===== src/tdu_pkg.sv =====
// Trigger unit shared definitions
package tdu_pkg;

	// ~~~~~~~~~~~~~~~~~~~~~~~~~~~~~~~~~~~~~~~~~~~~~~~~
	// sizes
	// ~~~~~~~~~~~~~~~~~~~~~~~~~~~~~~~~~~~~~~~~~~~~~~~~
	localparam int TDU_DATA_W  = 32;
	localparam int MTRIG_NUM   = 4;              // match-control triggers
	localparam int ALLTRIG_NUM = MTRIG_NUM + 1;  // plus icount
	localparam int TSEL_W      = 3;
	localparam int ICOUNT_W    = 14;

	// ~~~~~~~~~~~~~~~~~~~~~~~~~~~~~~~~~~~~~~~~~~~~~~~~
	// tdata1 field positions
	// ~~~~~~~~~~~~~~~~~~~~~~~~~~~~~~~~~~~~~~~~~~~~~~~~
	localparam int TDATA1_TYPE_HI = 31;
	localparam int TDATA1_TYPE_LO = 28;
	localparam int TDATA1_DMODE   = 27;

	// mcontrol layout
	localparam int MCTL_HIT       = 20;
	localparam int MCTL_ACTION_HI = 17;
	localparam int MCTL_ACTION_LO = 12;
	localparam int MCTL_M         = 6;
	localparam int MCTL_EXECUTE   = 2;
	localparam int MCTL_STORE     = 1;
	localparam int MCTL_LOAD      = 0;

	// icount layout
	localparam int ICNT_HIT       = 24;
	localparam int ICNT_COUNT_HI  = 23;
	localparam int ICNT_COUNT_LO  = 10;
	localparam int ICNT_M         = 9;
	localparam int ICNT_ACTION_HI = 5;
	localparam int ICNT_ACTION_LO = 0;

	// type and action codes
	localparam logic [3:0] TYPE_MCONTROL = 4'd2;
	localparam logic [3:0] TYPE_ICOUNT   = 4'd3;
	localparam logic [5:0] ACTION_DMODE  = 6'd1;  // enter debug mode

	// ~~~~~~~~~~~~~~~~~~~~~~~~~~~~~~~~~~~~~~~~~~~~~~~~
	// CSR command and window address
	// ~~~~~~~~~~~~~~~~~~~~~~~~~~~~~~~~~~~~~~~~~~~~~~~~
	typedef enum logic [1:0] {
		CSR_CMD_READ  = 2'd0,
		CSR_CMD_WRITE = 2'd1,
		CSR_CMD_SET   = 2'd2,
		CSR_CMD_CLEAR = 2'd3
	} csr_cmd_e;

	typedef enum logic [2:0] {
		ADDR_TSELECT = 3'd0,
		ADDR_TDATA1  = 3'd1,
		ADDR_TDATA2  = 3'd2,
		ADDR_TINFO   = 3'd4
	} tdu_addr_e;

endpackage


===== src/tdu_csr_access.sv =====
// Trigger CSR window access
`timescale 1ns/10ps

module tdu_csr_access import tdu_pkg::*; (
	input  logic                                  clk,
	input  logic                                  rst_n,
	input  logic                                  csr_req_i,
	input  csr_cmd_e                              csr_cmd_i,
	input  tdu_addr_e                             csr_addr_i,
	input  logic [TDU_DATA_W-1:0]                 csr_wdata_i,
	input  logic [MTRIG_NUM-1:0][TDU_DATA_W-1:0]  mctl_tdata1_i,
	input  logic [MTRIG_NUM-1:0][TDU_DATA_W-1:0]  mctl_tdata2_i,
	input  logic [TDU_DATA_W-1:0]                 icnt_tdata1_i,
	output logic [TDU_DATA_W-1:0]                 csr_rdata_o,
	output logic [TDU_DATA_W-1:0]                 wr_data_o,
	output logic [MTRIG_NUM-1:0]                  mctl_tdata1_wr_o,
	output logic [MTRIG_NUM-1:0]                  mctl_tdata2_wr_o,
	output logic                                  icnt_tdata1_wr_o
);

	logic [TSEL_W-1:0] tsel;
	logic              wr_req;
	logic              sel_icnt;  // icount is the last trigger

	assign sel_icnt = (tsel == TSEL_W'(ALLTRIG_NUM - 1));

	// ~~~~~~~~~~~~~~~~~~~~~~~~~~~~~~~~~~~~~~~~~~~~~~~~
	// read mux
	// ~~~~~~~~~~~~~~~~~~~~~~~~~~~~~~~~~~~~~~~~~~~~~~~~
	always_comb begin
		csr_rdata_o = '0;
		if (csr_req_i) begin
			case (csr_addr_i)
				ADDR_TSELECT: csr_rdata_o = TDU_DATA_W'(tsel);
				ADDR_TDATA1: begin
					for (int i = 0; i < MTRIG_NUM; i++)
						if (tsel == TSEL_W'(i))
							csr_rdata_o = mctl_tdata1_i[i];
					if (sel_icnt)
						csr_rdata_o = icnt_tdata1_i;
				end
				ADDR_TDATA2: begin
					for (int i = 0; i < MTRIG_NUM; i++)
						if (tsel == TSEL_W'(i))
							csr_rdata_o = mctl_tdata2_i[i];  // icount has none
				end
				ADDR_TINFO: begin
					if (sel_icnt)
						csr_rdata_o[TYPE_ICOUNT] = 1'b1;
					else
						csr_rdata_o[TYPE_MCONTROL] = 1'b1;
				end
				default: csr_rdata_o = '0;
			endcase
		end
	end

	// write data per command
	// zero mask set or clear is no write
	always_comb begin
		wr_req    = 1'b0;
		wr_data_o = '0;
		case (csr_cmd_i)
			CSR_CMD_READ: wr_req = 1'b0;
			CSR_CMD_WRITE: begin
				wr_req    = 1'b1;
				wr_data_o = csr_wdata_i;
			end
			CSR_CMD_SET: begin
				wr_req    = |csr_wdata_i;
				wr_data_o = csr_rdata_o | csr_wdata_i;
			end
			CSR_CMD_CLEAR: begin
				wr_req    = |csr_wdata_i;
				wr_data_o = csr_rdata_o & ~csr_wdata_i;
			end
			default: wr_req = 1'b0;
		endcase
	end

	// write strobes
	always_comb begin
		mctl_tdata1_wr_o = '0;
		mctl_tdata2_wr_o = '0;
		icnt_tdata1_wr_o = csr_req_i & wr_req & (csr_addr_i == ADDR_TDATA1) & sel_icnt;
		for (int i = 0; i < MTRIG_NUM; i++) begin
			if (csr_req_i && wr_req && tsel == TSEL_W'(i)) begin
				mctl_tdata1_wr_o[i] = (csr_addr_i == ADDR_TDATA1);
				mctl_tdata2_wr_o[i] = (csr_addr_i == ADDR_TDATA2);
			end
		end
	end

	always_ff @(posedge clk) begin
		if (!rst_n)
			tsel <= '0;
		else if (csr_req_i && wr_req && csr_addr_i == ADDR_TSELECT &&
				wr_data_o < TDU_DATA_W'(ALLTRIG_NUM))
			tsel <= wr_data_o[TSEL_W-1:0];  // out of range values dropped
	end

	a_tsel_range: assert property (@(posedge clk) disable iff (!rst_n)
		tsel < TSEL_W'(ALLTRIG_NUM));

	a_one_strobe: assert property (@(posedge clk) disable iff (!rst_n)
		$onehot0({mctl_tdata1_wr_o, mctl_tdata2_wr_o, icnt_tdata1_wr_o}));

endmodule


===== src/tdu_mcontrol_trig.sv =====
// Match-control trigger
`timescale 1ns/10ps

module tdu_mcontrol_trig import tdu_pkg::*; (
	input  logic                  clk,
	input  logic                  rst_n,
	input  logic                  tdu_dsbl_i,
	input  logic                  tdata1_wr_i,
	input  logic                  tdata2_wr_i,
	input  logic [TDU_DATA_W-1:0] wr_data_i,
	input  logic                  imon_vd_i,
	input  logic [TDU_DATA_W-1:0] imon_addr_i,
	input  logic                  dmon_vd_i,
	input  logic                  dmon_load_i,
	input  logic                  dmon_store_i,
	input  logic [TDU_DATA_W-1:0] dmon_addr_i,
	input  logic                  bp_retire_i,
	output logic [TDU_DATA_W-1:0] tdata1_o,
	output logic [TDU_DATA_W-1:0] tdata2_o,
	output logic                  exec_hit_o,
	output logic                  ldst_hit_o,
	output logic                  dmode_req_o
);

	logic dmode;
	logic m;
	logic execute;
	logic load;
	logic store;
	logic action;  // action == enter debug mode
	logic hit;
	logic [TDU_DATA_W-1:0] tdata2;

	logic wr_ok;  // dmode trigger locked outside debug mode
	logic tdata1_upd;
	logic tdata2_upd;
	logic active;

	assign wr_ok      = ~dmode | tdu_dsbl_i;
	assign tdata1_upd = tdata1_wr_i & wr_ok;
	assign tdata2_upd = tdata2_wr_i & wr_ok;

	// ~~~~~~~~~~~~~~~~~~~~~~~~~~~~~~~~~~~~~~~~~~~~~~~~
	// control fields
	// ~~~~~~~~~~~~~~~~~~~~~~~~~~~~~~~~~~~~~~~~~~~~~~~~
	always_ff @(posedge clk) begin
		if (!rst_n) begin
			dmode   <= 1'b0;
			m       <= 1'b0;
			execute <= 1'b0;
			load    <= 1'b0;
			store   <= 1'b0;
			action  <= 1'b0;
			hit     <= 1'b0;
		end else if (tdata1_upd) begin
			dmode   <= wr_data_i[TDATA1_DMODE];
			m       <= wr_data_i[MCTL_M];
			execute <= wr_data_i[MCTL_EXECUTE];
			load    <= wr_data_i[MCTL_LOAD];
			store   <= wr_data_i[MCTL_STORE];
			action  <= (wr_data_i[MCTL_ACTION_HI:MCTL_ACTION_LO] == ACTION_DMODE);
			hit     <= wr_data_i[MCTL_HIT];
		end else if (bp_retire_i) begin
			hit <= 1'b1;  // sticky until software clears it
		end
	end

	always_ff @(posedge clk) begin
		if (tdata2_upd)
			tdata2 <= wr_data_i;
	end

	// readback image
	always_comb begin
		tdata1_o = '0;
		tdata1_o[TDATA1_TYPE_HI:TDATA1_TYPE_LO] = TYPE_MCONTROL;
		tdata1_o[TDATA1_DMODE]                  = dmode;
		tdata1_o[MCTL_HIT]                      = hit;
		tdata1_o[MCTL_ACTION_HI:MCTL_ACTION_LO] = action ? ACTION_DMODE : '0;
		tdata1_o[MCTL_M]                        = m;
		tdata1_o[MCTL_EXECUTE]                  = execute;
		tdata1_o[MCTL_STORE]                    = store;
		tdata1_o[MCTL_LOAD]                     = load;
	end

	assign tdata2_o = tdata2;

	// matching
	assign active     = ~tdu_dsbl_i & m;
	assign exec_hit_o = active & execute & imon_vd_i & (imon_addr_i == tdata2);
	assign ldst_hit_o = active & dmon_vd_i &
		((load & dmon_load_i) | (store & dmon_store_i)) & (dmon_addr_i == tdata2);

	assign dmode_req_o = action & bp_retire_i;

	a_no_hit_wo_m: assert property (@(posedge clk) disable iff (!rst_n)
		!m |-> !(exec_hit_o || ldst_hit_o));

endmodule


===== src/tdu_icount_trig.sv =====
// Instruction count trigger
`timescale 1ns/10ps

module tdu_icount_trig import tdu_pkg::*; (
	input  logic                  clk,
	input  logic                  rst_n,
	input  logic                  tdu_dsbl_i,
	input  logic                  tdata1_wr_i,
	input  logic [TDU_DATA_W-1:0] wr_data_i,
	input  logic                  imon_vd_i,
	input  logic                  imon_req_i,
	input  logic                  bp_retire_i,
	output logic [TDU_DATA_W-1:0] tdata1_o,
	output logic                  hit_o,
	output logic                  dmode_req_o
);

	logic                dmode;
	logic                m;
	logic                action;
	logic                hit;
	logic [ICOUNT_W-1:0] count;
	logic                skip;  // first retirement after arming

	logic upd;
	logic qual;
	logic decr;
	logic skip_clr;

	assign upd = tdata1_wr_i & (~dmode | tdu_dsbl_i);

	// qualified retirement
	assign qual     = ~tdu_dsbl_i & m & imon_vd_i & imon_req_i & (count != '0);
	assign decr     = qual & ~skip;
	assign skip_clr = qual & skip;

	// ~~~~~~~~~~~~~~~~~~~~~~~~~~~~~~~~~~~~~~~~~~~~~~~~
	// fields and counter
	// ~~~~~~~~~~~~~~~~~~~~~~~~~~~~~~~~~~~~~~~~~~~~~~~~
	always_ff @(posedge clk) begin
		if (!rst_n) begin
			dmode  <= 1'b0;
			m      <= 1'b0;
			action <= 1'b0;
			hit    <= 1'b0;
			count  <= '0;
		end else if (upd) begin
			dmode  <= wr_data_i[TDATA1_DMODE];
			m      <= wr_data_i[ICNT_M];
			action <= (wr_data_i[ICNT_ACTION_HI:ICNT_ACTION_LO] == ACTION_DMODE);
			hit    <= wr_data_i[ICNT_HIT];
			count  <= wr_data_i[ICNT_COUNT_HI:ICNT_COUNT_LO];
		end else begin
			if (bp_retire_i)
				hit <= 1'b1;
			if (decr)
				count <= count - 1'b1;
		end
	end

	// skip tracks every write including blocked ones
	always_ff @(posedge clk) begin
		if (!rst_n)
			skip <= 1'b0;
		else if (tdata1_wr_i)
			skip <= wr_data_i[ICNT_M];
		else if (skip_clr)
			skip <= 1'b0;
	end

	always_comb begin
		tdata1_o = '0;
		tdata1_o[TDATA1_TYPE_HI:TDATA1_TYPE_LO] = TYPE_ICOUNT;
		tdata1_o[TDATA1_DMODE]                  = dmode;
		tdata1_o[ICNT_HIT]                      = hit;
		tdata1_o[ICNT_COUNT_HI:ICNT_COUNT_LO]   = count;
		tdata1_o[ICNT_M]                        = m;
		tdata1_o[ICNT_ACTION_HI:ICNT_ACTION_LO] = action ? ACTION_DMODE : '0;
	end

	// fires on the last counted instruction
	assign hit_o = ~tdu_dsbl_i & m & imon_vd_i & (count == ICOUNT_W'(1)) & ~skip;

	assign dmode_req_o = action & bp_retire_i;

	// an empty counter stays empty unless rewritten
	a_no_wrap: assert property (@(posedge clk) disable iff (!rst_n)
		(count == '0 && !upd) |=> count == '0);

endmodule


===== src/tdu_top.sv =====
// Debug trigger unit top
`timescale 1ns/10ps

module tdu_top import tdu_pkg::*; (
	input  logic                   clk,
	input  logic                   rst_n,
	input  logic                   tdu_dsbl_i,
	// CSR window
	input  logic                   csr_req_i,
	input  csr_cmd_e               csr_cmd_i,
	input  tdu_addr_e              csr_addr_i,
	input  logic [TDU_DATA_W-1:0]  csr_wdata_i,
	output logic [TDU_DATA_W-1:0]  csr_rdata_o,
	// instruction monitor
	input  logic                   imon_vd_i,
	input  logic                   imon_req_i,
	input  logic [TDU_DATA_W-1:0]  imon_addr_i,
	// data monitor
	input  logic                   dmon_vd_i,
	input  logic                   dmon_load_i,
	input  logic                   dmon_store_i,
	input  logic [TDU_DATA_W-1:0]  dmon_addr_i,
	input  logic [ALLTRIG_NUM-1:0] bp_retire_i,
	output logic [ALLTRIG_NUM-1:0] ibrkpt_match_o,
	output logic                   ibrkpt_exc_req_o,
	output logic [MTRIG_NUM-1:0]   dbrkpt_match_o,
	output logic                   dbrkpt_exc_req_o,
	output logic                   dmode_req_o
);

	logic [TDU_DATA_W-1:0]                wr_data;
	logic [MTRIG_NUM-1:0]                 mctl_tdata1_wr;
	logic [MTRIG_NUM-1:0]                 mctl_tdata2_wr;
	logic                                 icnt_tdata1_wr;
	logic [MTRIG_NUM-1:0][TDU_DATA_W-1:0] mctl_tdata1;
	logic [MTRIG_NUM-1:0][TDU_DATA_W-1:0] mctl_tdata2;
	logic [TDU_DATA_W-1:0]                icnt_tdata1;
	logic [MTRIG_NUM-1:0]                 exec_hit;
	logic [MTRIG_NUM-1:0]                 ldst_hit;
	logic [MTRIG_NUM-1:0]                 mctl_dmode_req;
	logic                                 icnt_hit;
	logic                                 icnt_dmode_req;

	tdu_csr_access u_csr (
		.clk              (clk),
		.rst_n            (rst_n),
		.csr_req_i        (csr_req_i),
		.csr_cmd_i        (csr_cmd_i),
		.csr_addr_i       (csr_addr_i),
		.csr_wdata_i      (csr_wdata_i),
		.mctl_tdata1_i    (mctl_tdata1),
		.mctl_tdata2_i    (mctl_tdata2),
		.icnt_tdata1_i    (icnt_tdata1),
		.csr_rdata_o      (csr_rdata_o),
		.wr_data_o        (wr_data),
		.mctl_tdata1_wr_o (mctl_tdata1_wr),
		.mctl_tdata2_wr_o (mctl_tdata2_wr),
		.icnt_tdata1_wr_o (icnt_tdata1_wr)
	);

	// ~~~~~~~~~~~~~~~~~~~~~~~~~~~~~~~~~~~~~~~~~~~~~~~~
	// match-control triggers
	// ~~~~~~~~~~~~~~~~~~~~~~~~~~~~~~~~~~~~~~~~~~~~~~~~
	for (genvar t = 0; t < MTRIG_NUM; t++) begin : g_mtrig
		tdu_mcontrol_trig u_mtrig (
			.clk          (clk),
			.rst_n        (rst_n),
			.tdu_dsbl_i   (tdu_dsbl_i),
			.tdata1_wr_i  (mctl_tdata1_wr[t]),
			.tdata2_wr_i  (mctl_tdata2_wr[t]),
			.wr_data_i    (wr_data),
			.imon_vd_i    (imon_vd_i),
			.imon_addr_i  (imon_addr_i),
			.dmon_vd_i    (dmon_vd_i),
			.dmon_load_i  (dmon_load_i),
			.dmon_store_i (dmon_store_i),
			.dmon_addr_i  (dmon_addr_i),
			.bp_retire_i  (bp_retire_i[t]),
			.tdata1_o     (mctl_tdata1[t]),
			.tdata2_o     (mctl_tdata2[t]),
			.exec_hit_o   (exec_hit[t]),
			.ldst_hit_o   (ldst_hit[t]),
			.dmode_req_o  (mctl_dmode_req[t])
		);
	end

	tdu_icount_trig u_icnt (
		.clk         (clk),
		.rst_n       (rst_n),
		.tdu_dsbl_i  (tdu_dsbl_i),
		.tdata1_wr_i (icnt_tdata1_wr),
		.wr_data_i   (wr_data),
		.imon_vd_i   (imon_vd_i),
		.imon_req_i  (imon_req_i),
		.bp_retire_i (bp_retire_i[ALLTRIG_NUM-1]),
		.tdata1_o    (icnt_tdata1),
		.hit_o       (icnt_hit),
		.dmode_req_o (icnt_dmode_req)
	);

	assign ibrkpt_match_o   = {icnt_hit, exec_hit};  // icount on top
	assign ibrkpt_exc_req_o = |exec_hit | icnt_hit;
	assign dbrkpt_match_o   = ldst_hit;
	assign dbrkpt_exc_req_o = |ldst_hit;
	assign dmode_req_o      = |mctl_dmode_req | icnt_dmode_req;

endmodule


===== config.mk =====
export PLATFORM = sky130hd
export DESIGN_NAME = tdu_top
export DESIGN_NICKNAME = d
export VERILOG_FILES = /design/src/tdu_pkg.sv /design/src/tdu_csr_access.sv /design/src/tdu_mcontrol_trig.sv /design/src/tdu_icount_trig.sv /design/src/tdu_top.sv
export SDC_FILE = /design/constraint.sdc
export NUM_CORES = 1
export LEC_CHECK = 0
export BUFFER_PORTS_ARGS = -buffer_cell sky130_fd_sc_hd__buf_2
export CAP_MARGIN = 25
export CORE_ASPECT_RATIO = 0.5
export CORE_MARGIN = 8
export CORE_UTILIZATION = 30
export CTS_BUF_LIST = sky130_fd_sc_hd__clkbuf_4
export DETAILED_ROUTE_END_ITERATION = 8
export GPL_TIMING_DRIVEN = 0
export PLACE_DENSITY = 0.53
export SLEW_MARGIN = 20
export SYNTH_ARGS = -nofsm -noshare
export SYNTH_HDL_FRONTEND = slang
export SYNTH_SLANG_ARGS = --single-unit

===== constraint.sdc =====
create_clock -name clk -period 3.11 [get_ports clk]
set_input_delay 0.311 -clock clk [delete_from_list [all_inputs] [get_ports clk]]
set_output_delay 0.311 -clock clk [all_outputs]
set_load 0.01 [all_outputs]

# [Word level (Yosys, flattened, before mapping)]
# Cells that the tools add are included.
[totals] reg_bits=178 elab_cells=211
[classes] muxes=44 addsub=1 magnitude_cmp=1 reduce_logical=23 n_bitwise=82 n_eq_ne=21
[op_table] op="$eq A32 B32 Y1" n=8
[op_table] op="$mux W32" n=6
[op_table] op="$mux W30" n=4
[op_table] op="$pmux W32 S3" n=1
[op_table] op="$and A1 B1 Y1" n=61
[op_table] op="$pmux W28 S2" n=1
[op_table] op="$and A32 B32 Y32" n=1
[op_table] op="$lt A32 B3 Y1 const B" n=1
[op_table] op="$not A32 Y32" n=1
[op_table] op="$or A32 B32 Y32" n=1
[op_table] op="$reduce_or A32 Y1" n=1
[op_table] op="$mux W14" n=2
[op_table] op="$mux W1" n=27
[op_table] op="$eq A14 B1 Y1 const B" n=1
[op_table] op="$reduce_bool A14 Y1" n=1
[op_table] op="$reduce_bool A2 Y1" n=7
[op_table] op="$sub A14 B1 Y14 const B" n=1
[op_table] op="$eq A6 B1 Y1 const B" n=2
[op_table] op="$reduce_or A4 Y1" n=3
[op_table] op="$or A1 B1 Y1" n=11
[op_table] op="$eq A3 B2 Y1 const B" n=3
[op_table] op="$pmux W2 S4" n=1
[op_table] op="$logic_and A1 B1 Y1" n=7
[op_table] op="$not A1 Y1" n=7
[op_table] op="other kinds (9)" n=13

# [Depth between registers and ports, before layout]
# Gate-level depths: netlist of the first run.
[logic_depth] word_depth=12 mapped_depth=13

# [Hierarchy]
# A second synthesis of the first run with hierarchy kept.
[hier_totals] hier_cells=1498 hier_area_um2=14300.0
[modules_own_cells] module="tdu_mcontrol_trig" cells_per_inst=190 area_each_um2=2227.1 seq_area_each_um2=1101.1 n_inst=4
[modules_own_cells] module="tdu_csr_access" cells_per_inst=575 area_each_um2=4095.2 seq_area_each_um2=60.1 n_inst=1
[modules_own_cells] module="tdu_icount_trig" cells_per_inst=155 area_each_um2=1256.2 seq_area_each_um2=380.4 n_inst=1
[modules_own_cells] module="tdu_top" cells_per_inst=8 area_each_um2=40.0 seq_area_each_um2=0.0 n_inst=1

# [Least setup slack after synthesis of the first run]
# Ideal clock, no wire load.
[synth_timing] path_type="register to register" start="register u_csr.tsel[1]" end="register g_mtrig[2].u_mtrig.tdata2[0], enable pin" n_path_buf=4 period_less_slack_ps=3151 stages_incl_launch_ff=7 setup_ps=421 path_slack_ps=-41 required_time_ps=2689 arrival_ps=2730 path_cell_list="dfxtp_1 > buf_6 > buf_4 > buf_2 > clkbuf_1 > nand3_1 > nor2_1"
[synth_via] elab_chain_len=4
[synth_lines] element="start: declaration" line="tdu_csr_access.sv:21" source="logic [TSEL_W-1:0] tsel;"
[synth_lines] element="start signal: assignment" line="tdu_csr_access.sv:99" source="tsel <= wr_data_o[TSEL_W-1:0];"
[synth_lines] element="$eq A3 B2 Y1" line="tdu_csr_access.sv:87" source="if (csr_req_i && wr_req && tsel == TSEL_W'(i)) begin"
[synth_lines] element="$logic_and A1 B1 Y1" line="tdu_csr_access.sv:87"
[synth_lines] element="$mux W1" line="tdu_csr_access.sv:87"
[synth_lines] element="$and A1 B1 Y1" line="tdu_mcontrol_trig.sv:41" source="assign tdata2_upd = tdata2_wr_i & wr_ok;"
[synth_lines] element="via g_mtrig[2].u_mtrig.tdata2_upd" line="tdu_mcontrol_trig.sv:36" source="logic tdata2_upd;"
[synth_lines] element="end signal: assignment" line="tdu_mcontrol_trig.sv:70" source="tdata2 <= wr_data_i;"
[synth_lines] element="end: declaration" line="tdu_mcontrol_trig.sv:32" source="logic [TDU_DATA_W-1:0] tdata2;"
# The timed path passes the listed nets, and every way through them passes these cells.
# A chain may end at the register's enable or synchronous reset.

# [Worst setup path in the final report of the first run]
[layout_timing] start="register g_mtrig[2].u_mtrig.tdata2[28]" end="output port dbrkpt_exc_req_o"
[layout_via] elab_chain_len=3
[layout_lines] element="$eq A32 B32 Y1" line="tdu_mcontrol_trig.sv:92" source="((load & dmon_load_i) | (store & dmon_store_i)) & (dmon_addr_i == tdata2);"
[layout_lines] element="$and A1 B1 Y1" line="tdu_mcontrol_trig.sv:92"
[layout_lines] element="via g_mtrig[2].u_mtrig.ldst_hit_o" line="tdu_mcontrol_trig.sv:21" source="output logic ldst_hit_o,"
[layout_lines] element="$reduce_or A4 Y1" line="tdu_top.sv:104" source="assign dbrkpt_exc_req_o = |ldst_hit;"
[layout_lines] element="end: declaration" line="tdu_top.sv:27" source="output logic dbrkpt_exc_req_o,"
# The timed path passes the listed nets, and every way through them passes these cells.

==> flow_metrics.env, run 1 <==
export IMPL_worstHoldStart="bp_retire_i[3]"
export IMPL_timing_hold_ws_ns=-0.00872
export IMPL_top_ff_cell_synth="sky130_fd_sc_hd__edfxtp_1"
export IMPL_totalWireLength_um=58500
export IMPL_synth_enable_flop_cells=128
export IMPL_finalHoldViolCount=1
export IMPL_async_sr_flop_fraction_pct=0
export IMPL_worstPathMaxFanout=3
export IMPL_finalMaxSlewViolations=0
export IMPL_cts_root_buf="sky130_fd_sc_hd__clkbuf_4"
export IMPL_sequentialPowerShare_pct=53.5
export IMPL_synthDominantCellAreaShare_pct=32.5
export IMPL_clkPwrFrac_pct=29.4
export IMPL_globalRouteTotalUtil_pct=24.5
export IMPL_fin_tns_setup_ns=-0.704
export IMPL_cts_num_sinks=178
export IMPL_power_combinational_fraction_pct=17.1
export IMPL_ys_warn_count=0
export IMPL_drcViolationCount=0
export IMPL_start_kind="flip-flop"
export IMPL_ant_nets=0
export IMPL_timing_worst_setup_path_type="reg2out"
export IMPL_reg2reg_depth=13
export IMPL_ys_seq_elements=178
export IMPL_syn_instance_count=1198
export IMPL_max_freq_mhz=301
export IMPL_p_per_area_nw_per_um2=315
export IMPL_core_rowCount=51
export IMPL_worst_setup_hold_path_clk_slew_ns=0.17
export IMPL_start_util_pct=30.4
export IMPL_crit_required_ns=2.80
export IMPL_timing_final_crit_period_ns=3.32
export IMPL_globalplace_congestion=1.05
export IMPL_die_h_um=156
export IMPL_synthToLayoutAreaGrowth_pct=29.4
export IMPL_largest_net_degree_at_the_start_of_global_routing=19
export IMPL_antenna_violations_before_repair=4
export IMPL_area_of_the_mapped_netlist_um2=11800
export IMPL_yosysSeqAreaShare_pct=41.0
export IMPL_holdPathEnd="g_mtrig[3].u_mtrig.hit"
export IMPL_drt_pass1_iterations=5
export IMPL_static_leakage_power_nw=5.49
export IMPL_worst_slew_pin_tran_ns=0.885
export IMPL_core_area_um2=38900
export IMPL_status="finished with violations"
export IMPL_die_width_um=297
export IMPL_hold_class="in2reg"
export IMPL_first_pass_grt_wire_length_um=80200
export IMPL_mostFrequentLayoutCells="sky130_fd_sc_hd__xnor2_1, sky130_fd_sc_hd__edfxtp_1, sky130_fd_sc_hd__buf_2"
export IMPL_synth_area_top_cells="sky130_fd_sc_hd__edfxtp_1, sky130_fd_sc_hd__xnor2_1, sky130_fd_sc_hd__dfxtp_1"
export IMPL_vias=11200
export IMPL_post_layout_total_power_mw=4.82
export IMPL_timing_max_slew_rel_slack_pct=40.8
export IMPL_synth_distinct_cells=79
export IMPL_buffer_ports_inserted=125
export IMPL_grt_pass1_vias=10800
export IMPL_layout_commonest_cell="sky130_fd_sc_hd__xnor2_1"
export IMPL_final_net_count=1541
export IMPL_worst_reg2reg_path_startpoint="u_csr.tsel[1]"
export IMPL_rsz0062_at_grt="yes"
export IMPL_routed_via_density=5.69
export IMPL_setup_viol_count_final=7
export IMPL_drtIter0Drc=1451
export IMPL_crit_arrival_ns=3.01
export IMPL_min_period_over_period_pct=107
export IMPL_htree_num_levels=4
export IMPL_io_pins=159
export IMPL_clk_path_buf_depth=2
export IMPL_grt_overflow=0
export IMPL_insertion_delay_ns=0.72
export IMPL_max_cap_violations=0
export IMPL_max_vdd_ir_drop_mv=0.224
export IMPL_intPower_mw=3.27
export IMPL_min_path_cells=3
export IMPL_tritoncts="built"
export IMPL_r2r_slack_ns=-0.02
export IMPL_dp_final_hpwl_um=45900
export IMPL_worst_r2r_endpoint="u_csr.tsel[1]"
export IMPL_endpoint_kind="output port"
export IMPL_synth_largest_area_cell="sky130_fd_sc_hd__edfxtp_1"
export IMPL_p_sw_mw=1.55
export IMPL_drive_gt1_share_pct=29.7
export IMPL_avgRoutedWirePerCell_um=29.7
export IMPL_num_cts_buffers=17
export IMPL_fp_dieArea_um2=46400
export IMPL_postSynthNetCount=1315
export IMPL_violations="negative hold slack, negative setup slack"
export IMPL_timing_clock_skew_ns=0.0424
export IMPL_layout_setup_ws_ns=-0.212
export IMPL_synth_avg_cell_area_um2=9.86
export IMPL_swShare_pct=32.2
==> through the flow <==
stage | utilization (%) | setup slack [ns] | std cells | cell area [um2]
finish | 39.3 | -0.212 | 1969 | 15300
global route | 39.3 | -0.249 | 1968 | 15300
CTS | 38.0 | -0.151 | 1940 | 14800
detailed placement | 34.2 | -1.02 | 1860 | 13300
global placement | 33.7 | -2.04 | 1853 | 13100
floorplan | - | 0.00239 | 1198 | 11800
==> state kept, by name (all words and copies together), names as in the netlist <==
signal	flops
g_mtrig.u_mtrig.action	4
g_mtrig.u_mtrig.m	4
u_icnt.m	1
u_icnt.action	1
u_icnt.count	14
u_icnt.skip	1
g_mtrig.u_mtrig.store	4
g_mtrig.u_mtrig.tdata2_o	128
g_mtrig.u_mtrig.load	4
u_icnt.dmode	1
g_mtrig.u_mtrig.dmode	4
u_csr.tsel	3
u_icnt.hit	1
g_mtrig.u_mtrig.execute	4
g_mtrig.u_mtrig.hit	4
==> cells in the mapped netlist (all sizes together) (4+ instances only) <==
library cell and count:
nor2 87, xnor2 164, a31o 4, mux2i 21, edfxtp 128, or4 8, nand2 52, mux4 7
or3 5, a32oi 7, buf 31, o21ai 49, dfxtp 50, inv 50, a21oi 30, a211oi 25
and2 5, xor2 108, o21a 5, o22ai 18, o31ai 11, or2 11, clkbuf 54, a22oi 9
nand2b 10, a31oi 10, o211ai 4, mux2 24, nand4 49, nor2b 7, o22a 9, nor3 31
nand3 20, nand3b 4, nor4 48
==> timing repair <==
item,4_1_cts,5_1_grt
hold endpoints to repair,8,0
resized for setup,147,53
setup endpoints to repair,173,27
pin swaps,36,31
hold buffers,4,0
gates cloned,2,1
setup buffers,44,27
==> kinds of logic (layout without fill, tap and decap cells) <==
group | count (synthesis) | count (layout) | synth area share, %
other cells | 0 | 2 | 0
xor+xnor | 272 | 272 | 20.2
compound gates | 206 | 206 | 11.9
buf+inv | 135 | 374 | 5.18
mux | 52 | 52 | 5.46
flops | 178 | 178 | 41.0
fa+ha+maj | 2 | 2 | 0.212
simple gates | 353 | 353 | 16.1
==> metal layers <==
| layer | GRT usage (%) | share of wire [%] | vias to the layer above |
|---|---|---|---|
| met4 | 10.7 | 5.2 | 8 |
| met5 | 0 | 0.096 | - |
| met2 | 37.7 | 44 | 734 |
| met3 | 6.90 | 11 | 180 |
| met1 | 31.8 | 40 | 5474 |
| li1 | - | - | 4811 |
==> critical path: stages, from the launching register on <==
cell                       delay (ns)
sky130_fd_sc_hd__edfxtp_1        0.50
sky130_fd_sc_hd__xnor2_2         0.28
sky130_fd_sc_hd__nand4_1         0.22
sky130_fd_sc_hd__nor4_1          0.32
sky130_fd_sc_hd__nand4_1         0.33
sky130_fd_sc_hd__nor4_4          0.39
sky130_fd_sc_hd__or4_1           0.16
sky130_fd_sc_hd__buf_2           0.12
==> power groups by stage <==
stage          sequential [mW]  combinational, mW  clock, mW
6_report                  2.58              0.826       1.42
2_1_floorplan             2.62              0.370          0
3_5_place_dp              2.63              0.705          0
3_3_place_gp              2.63              0.702          0
4_1_cts                   2.58              0.771       1.40
5_1_grt                   2.58              0.855       1.49
==> final cells by class <==
class	instances	area [um2]
Sequential cell	178	4850
Multi-Input combinational cell	885	7230
Fill cell	3846	23600
Clock inverter	15	144
Clock buffer	17	128
Antenna cell	2	5.00
Timing Repair Buffer	210	1510
Buffer	82	559
Tap cell	530	663
Inverter	50	195
==> worst max path at each step <==
stage                     cells after the start                         endpoint                            start  slack, ns
after detailed placement                     11                    u_csr.tsel[2]                    u_csr.tsel[0]      -1.02
final                                         7                 dbrkpt_exc_req_o  g_mtrig[2].u_mtrig.tdata2_o[28]      -0.21
after global routing                          7                 dbrkpt_exc_req_o   g_mtrig[1].u_mtrig.tdata2_o[4]      -0.25
after global placement                        5  g_mtrig[3].u_mtrig.tdata2_o[24]                    csr_addr_i[2]      -2.04
after floorplan                               4   g_mtrig[3].u_mtrig.tdata2_o[0]                    csr_addr_i[1]      0.002
after CTS                                     7                 dbrkpt_exc_req_o   g_mtrig[1].u_mtrig.tdata2_o[4]      -0.15
Note: power is estimated with default switching activity, not from simulation.
==> run 2: changes to the inputs <==
--- a/config.mk
+++ b/config.mk
@@ -5,15 +5,15 @@
 export SDC_FILE = /design/constraint.sdc
 export NUM_CORES = 1
 export LEC_CHECK = 0
-export BUFFER_PORTS_ARGS = -buffer_cell sky130_fd_sc_hd__buf_2
+export BUFFER_PORTS_ARGS = -buffer_cell sky130_fd_sc_hd__buf_4
 export CAP_MARGIN = 25
-export CORE_ASPECT_RATIO = 0.5
+export CORE_ASPECT_RATIO = 1.25
 export CORE_MARGIN = 8
-export CORE_UTILIZATION = 30
+export CORE_UTILIZATION = 39
 export CTS_BUF_LIST = sky130_fd_sc_hd__clkbuf_4
 export DETAILED_ROUTE_END_ITERATION = 8
 export GPL_TIMING_DRIVEN = 0
-export PLACE_DENSITY = 0.53
+export PLACE_DENSITY = 0.64
 export SLEW_MARGIN = 20
 export SYNTH_ARGS = -nofsm -noshare
 export SYNTH_HDL_FRONTEND = slang
==> run 2 against run 1 <==
  * The flow finishes with violations (negative setup slack)
  * Total power increased by 7.2%
  * Die area fell by 22%
  * Core utilization increased by 12 points
  * Final cell count fell by 7.7%
  * Final area rose by 0.51%
  * Global-route usage is 7.2 points higher
  * Register-to-register slack got worse by 0.08 ns
  * Largest power group unchanged
==> flow_metrics.env, run 2 (same netlist as run 1, synthesis figures left out) <==
export IMPL_largest_net_degree_at_the_start_of_global_routing=19
export IMPL_max_cap_violations=0
export IMPL_cts_num_sinks=178
export IMPL_timing_clock_skew_ns=0.0291
export IMPL_buffer_ports_inserted=125
export IMPL_num_cts_buffers=17
export IMPL_grt_pass1_vias=11100
export IMPL_drcViolationCount=0
export IMPL_core_rowCount=71
export IMPL_fp_dieArea_um2=36200
export IMPL_first_pass_grt_wire_length_um=79800
export IMPL_max_stage_delay_ns=0.43
export IMPL_storage_element_area_um2=4850
export IMPL_drive_gt1_share_pct=28.8
export IMPL_die_h_um=211
export IMPL_dp_final_hpwl_um=46100
export IMPL_final_net_count=1519
export IMPL_drtIter0Drc=1201
export IMPL_reg2reg_depth=12
export IMPL_fillerInstances=2756
export IMPL_io_pins=159
export IMPL_rsz0062_at_grt="yes"
export IMPL_start_kind="flip-flop"
export IMPL_cts_root_buf="sky130_fd_sc_hd__clkbuf_4"
export IMPL_grt_overflow=0
export IMPL_die_width_um=172
export IMPL_setup_viol_count_final=9
export IMPL_vias=11200
export IMPL_clk_path_buf_depth=2
export IMPL_max_freq_mhz=311
export IMPL_worst_reg2reg_path_startpoint="u_csr.tsel[1]"
export IMPL_layout_setup_ws_ns=-0.101
export IMPL_worst_slew_pin_tran_ns=1.03
export IMPL_post_layout_total_power_mw=5.17
export IMPL_multiInputGateArea_um2=7220
export IMPL_largest_register_ffs=128
export IMPL_finalHoldViolCount=0
export IMPL_crit_chain="bufbuf_16, buf_4, nor3b_4, buf_4, nand2_1, a21oi_2, a31o_2, and4bb_2, nand4b_4, buf_4, mux2i_1, a21oi_1"
export IMPL_antenna_violations_before_repair=3
export IMPL_hold_class="in2reg"
export IMPL_drt_pass1_iterations=6
export IMPL_violations="negative setup slack"
export IMPL_r2r_slack_ns=-0.10
export IMPL_avgRoutedWirePerCell_um=32.2
export IMPL_p_per_area_nw_per_um2=336
export IMPL_globalplace_congestion=1.07
export IMPL_mostFrequentLayoutCells="sky130_fd_sc_hd__buf_4, sky130_fd_sc_hd__xnor2_1, sky130_fd_sc_hd__edfxtp_1"
export IMPL_timing_final_crit_period_ns=3.21
export IMPL_htree_num_levels=4
export IMPL_ant_nets=0
export IMPL_cp_slowest_cell="sky130_fd_sc_hd__dfxtp_4"
export IMPL_crit_arrival_ns=3.72
export IMPL_most_prevalent_standard_cell_on_the_critical_path="sky130_fd_sc_hd__buf_4"
export IMPL_timing_worst_setup_path_type="reg2reg"
export IMPL_routed_via_density=6.15
export IMPL_status="finished with violations"
export IMPL_worstPathMaxFanout=5
export IMPL_dp_cells=1730
export IMPL_finalMaxSlewViolations=0
export IMPL_worst_setup_hold_path_clk_slew_ns=0.16
export IMPL_min_path_cells=3
export IMPL_static_leakage_power_nw=5.45
export IMPL_tritoncts="built"
export IMPL_max_vdd_ir_drop_mv=0.232
export IMPL_timing_max_slew_rel_slack_pct=30.7
export IMPL_final_cell_count_no_fill=1817
export IMPL_totalWireLength_um=58400
export IMPL_globalRouteTotalUtil_pct=31.6
export IMPL_core_area_um2=29900
export IMPL_crit_required_ns=3.62
export IMPL_crit_end="u_csr.tsel[0]"
export IMPL_min_period_over_period_pct=103
export IMPL_worst_r2r_endpoint="u_csr.tsel[0]"
export IMPL_layout_commonest_cell="sky130_fd_sc_hd__buf_4"
export IMPL_worstSetupStartpoint="u_csr.tsel[1]"
export IMPL_endpoint_kind="flip-flop"
export IMPL_start_util_pct=39.5
export IMPL_insertion_delay_ns=0.64
export IMPL_synthToLayoutAreaGrowth_pct=30.0
==> run 2: cell count changes in the layout (fill, tap and decap cells not counted), moves of 4 or more <==
cell / change
sky130_fd_sc_hd__xnor2_2: -11
sky130_fd_sc_hd__buf_2: -118
sky130_fd_sc_hd__xnor2_4: +4
sky130_fd_sc_hd__xnor2_1: +7
sky130_fd_sc_hd__buf_4: +100
sky130_fd_sc_hd__inv_6: -4
sky130_fd_sc_hd__bufinv_16: +5
==> run 2: area by class of cell <==
class / count / share of cell area [%]
Inverter: 50 / 1.25
Multi-Input combinational cell: 885 / 47.0
Clock buffer: 17 / 0.831
Buffer: 84 / 3.69
Timing Repair Buffer: 186 / 10.7
Antenna cell: 1 / 0.0163
Clock inverter: 15 / 1.64
Tap cell: 401 / 3.27
Sequential cell: 178 / 31.6
==> run 2: what timing repair did <==
item | 4_1_cts | 5_1_grt
gates resized for setup | 119 | 69
gates cloned | 2 | 3
hold buffers | 1 | 0
setup buffers | 22 | 27
endpoints found under the setup margin | 199 | 24
pin swaps | 22 | 27
endpoints found under the hold margin | 5 | 0
==> run 2: worst min path at each step <==
stage	start	end	slack [ns]
2_1_floorplan	u_icnt.action	u_icnt.action	0.44
3_3_place_gp	g_mtrig[3].u_mtrig.dmode	g_mtrig[3].u_mtrig.dmode	0.48
3_5_place_dp	u_icnt.skip	u_icnt.skip	0.49
4_1_cts	bp_retire_i[0]	g_mtrig[0].u_mtrig.hit	0.006
5_1_grt	bp_retire_i[3]	g_mtrig[3].u_mtrig.hit	0.02
6_report	bp_retire_i[0]	g_mtrig[0].u_mtrig.hit	0.02
==> run 2: worst max-delay path, delay by kind of cell (launching register included) <==
| kind | cells | cell delay (ns) |
|---|---|---|
| mux | 1 | 0.18 |
| buf+inv | 4 | 0.80 |
| flops | 1 | 0.43 |
| simple gates | 4 | 0.98 |
| compound gates | 3 | 0.68 |
==> run 2: power breakdown <==
group	total [mW]	internal, mW	leakage, nW	switching, mW
Sequential	2.58	2.56	1.57	0.0145
Combinational	0.857	0.311	3.69	0.546
Clock	1.73	0.808	0.185	0.925
==> run 2: metrics by stage <==
step / cell area (um2) / TNS, ns / util, % / hold WS, ns / setup WS (ns)
final: 15400 / -0.568 / 51.3 / 0.0198 / -0.101
after global routing: 15400 / -0.779 / 51.3 / 0.0191 / -0.168
after CTS: 14700 / -0.395 / 49.2 / 0.00623 / -0.102
after detailed placement: 13400 / -38.43 / 44.9 / 0.493 / -0.943
after global placement: 13300 / -243.43 / 44.3 / 0.484 / -2.16
after floorplan: 11800 / 0 / - / 0.445 / 0.00239
==> run 2: layer usage <==
layer  vias to the layer above  GRT usage, %  share of wire [%]
met2                       812          51.3                 46
li1                       4772             -                  -
met1                      5335          36.4                 36
met4                         0          23.7                9.4
met5                         -             0                  0
met3                       248          6.25                9.0
==> run 3: changes to the inputs <==
--- a/config.mk
+++ b/config.mk
@@ -13,7 +13,7 @@
 export CTS_BUF_LIST = sky130_fd_sc_hd__clkbuf_4
 export DETAILED_ROUTE_END_ITERATION = 8
 export GPL_TIMING_DRIVEN = 0
-export PLACE_DENSITY = 0.64
+export PLACE_DENSITY = 0.62
 export SLEW_MARGIN = 20
 export SYNTH_ARGS = -nofsm -noshare
 export SYNTH_HDL_FRONTEND = slang
==> constraint.sdc (replaced) <==
create_clock -name clk -period 3.24 [get_ports clk]
set_input_delay 0.324 -clock clk [delete_from_list [all_inputs] [get_ports clk]]
set_output_delay 0.324 -clock clk [all_outputs]
set_load 0.01 [all_outputs]
==> run 3 against run 2 <==
  * Largest power group unchanged
  * Core utilization fell by 2.4 points
  * Die area did not move
  * Register-to-register slack improved by 0.10 ns
  * Non-clock buffer count fell by 26
  * Clock power fell by 30%
  * Highest routed layer unchanged
  * The run still ends with negative setup slack left
  * Routed wire length rose by 4.7%
  * Global-route usage rose by 2.1 points
  * Final area fell by 4.6%
==> flow_metrics.env, run 3 (same netlist as run 1, synthesis figures left out) <==
export IMPL_grt_overflow=0
export IMPL_crit_arrival_ns=3.11
export IMPL_die_width_um=172
export IMPL_fp_dieArea_um2=36200
export IMPL_fin_tns_setup_ns=-0.347
export IMPL_core_area_um2=29900
export IMPL_status="finished with violations"
export IMPL_cts_num_sinks=178
export IMPL_rsz0062_at_grt="yes"
export IMPL_timing_max_slew_rel_slack_pct=29.0
export IMPL_avgRoutedWirePerCell_um=34.2
export IMPL_layout_commonest_cell="sky130_fd_sc_hd__buf_4"
export IMPL_tritoncts="built"
export IMPL_placed_area_um2=13400
export IMPL_worstHoldStart="rst_n"
export IMPL_finalMaxSlewViolations=0
export IMPL_hold_class="in2reg"
export IMPL_globalplace_congestion=0.980
export IMPL_io_pins=159
export IMPL_violations="negative setup slack"
export IMPL_timing_clock_skew_ns=0.0234
export IMPL_drtIter0Drc=1220
export IMPL_design_area_um2=14600
export IMPL_first_pass_grt_wire_length_um=84000
export IMPL_dp_cells=1729
export IMPL_ant_nets=0
export IMPL_max_cap_violations=0
export IMPL_htree_num_levels=4
export IMPL_max_stage_delay_ns=0.56
export IMPL_worstSetupStartpoint="g_mtrig[3].u_mtrig.tdata2_o[29]"
export IMPL_post_placement_setup_slack_ns=-0.866
export IMPL_timing_worst_setup_path_type="reg2out"
export IMPL_die_h_um=211
export IMPL_vias=10900
export IMPL_setup_viol_count_final=2
export IMPL_crit_buf_inv=1
export IMPL_start_kind="flip-flop"
export IMPL_storage_element_area_um2=4850
export IMPL_worstPathMaxFanout=2
export IMPL_multiInputGateArea_um2=7030
export IMPL_worst_reg2reg_path_startpoint="u_csr.tsel[1]"
export IMPL_totalWireLength_um=61200
export IMPL_drive_gt1_share_pct=25.4
export IMPL_layout_setup_ws_ns=-0.190
export IMPL_crit_chain="xnor2_4, nand4_1, nor4_4, nand4_1, nor4_4, or4_4, buf_6"
export IMPL_timing_hold_ws_ns=0.0403
export IMPL_largest_register_ffs=128
export IMPL_antenna_violations_before_repair=2
export IMPL_hold_buffer_count_at_cts=0
export IMPL_drcViolationCount=0
export IMPL_endpoint_kind="output port"
export IMPL_largest_net_degree_at_the_start_of_global_routing=22
export IMPL_fillerInstances=2908
export IMPL_dp_final_hpwl_um=50100
export IMPL_start_util_pct=39.5
export IMPL_cp_slowest_cell="sky130_fd_sc_hd__edfxtp_1"
export IMPL_p_per_area_nw_per_um2=307
export IMPL_timing_final_crit_period_ns=3.43
export IMPL_final_net_count=1493
export IMPL_crit_required_ns=2.92
export IMPL_core_rowCount=71
export IMPL_clk_path_buf_depth=2
export IMPL_static_leakage_power_nw=5.18
export IMPL_mostFrequentLayoutCells="sky130_fd_sc_hd__buf_4, sky130_fd_sc_hd__xnor2_1, sky130_fd_sc_hd__edfxtp_1"
export IMPL_grt_pass1_vias=10900
export IMPL_drt_pass1_iterations=5
export IMPL_buffer_ports_inserted=125
export IMPL_num_cts_buffers=17
export IMPL_synthToLayoutAreaGrowth_pct=24.0
export IMPL_worst_setup_hold_path_clk_slew_ns=0.15
export IMPL_finalHoldViolCount=0
export IMPL_cts_root_buf="sky130_fd_sc_hd__clkbuf_4"
export IMPL_path_delay_family="simple AND/OR/NAND/NOR gates"
export IMPL_max_vdd_ir_drop_mv=0.239
export IMPL_final_core_util_pct=48.9
export IMPL_final_cell_count_no_fill=1791
export IMPL_routed_via_density=6.10
export IMPL_min_period_over_period_pct=106
export IMPL_max_freq_mhz=292
export IMPL_worst_slew_pin_tran_ns=1.05
export IMPL_insertion_delay_ns=0.60
export IMPL_post_layout_total_power_mw=4.49
export IMPL_globalRouteTotalUtil_pct=33.8
-- run 3: layout make-up --
type | count | share of cell area, %
Timing Repair Buffer | 159 | 8.85
Antenna cell | 2 | 0.0342
Buffer | 85 | 3.54
Sequential cell | 178 | 33.1
Multi-Input combinational cell | 885 | 48.0
Clock inverter | 12 | 0.743
Inverter | 50 | 1.31
Clock buffer | 19 | 0.974
Tap cell | 401 | 3.43
-- run 3: metal layers --
layer	global-route usage, %	wire length, um
met1	39.5	22500
met2	56.3	29000
met3	5.28	4670
met4	22.5	5070
met5	0	0
-- run 3: timing repair --
| item | CTS | global route |
|---|---|---|
| resized for setup | 93 | 45 |
| endpoints found under the setup margin | 123 | 16 |
| pin swaps | 15 | 21 |
| setup buffers | 16 | 13 |
-- run 3: path summary, 6_finish.rpt --
kind / to / slack (ns) / cells after the start
worst max-delay path: dbrkpt_exc_req_o / -0.19 / 7
worst min-delay path: u_csr.tsel[2] / 0.04 / 2
worst max register to register: u_csr.tsel[1] / 0 / 11
worst min register to register: g_mtrig[3].u_mtrig.dmode / 0.52 / 2
-- run 3: power breakdown --
| part | internal [mW] | total [mW] | switching (mW) |
|---|---|---|---|
| Sequential | 2.46 | 2.47 | 0.0150 |
| Combinational | 0.285 | 0.807 | 0.523 |
| Clock | 0.397 | 1.21 | 0.813 |
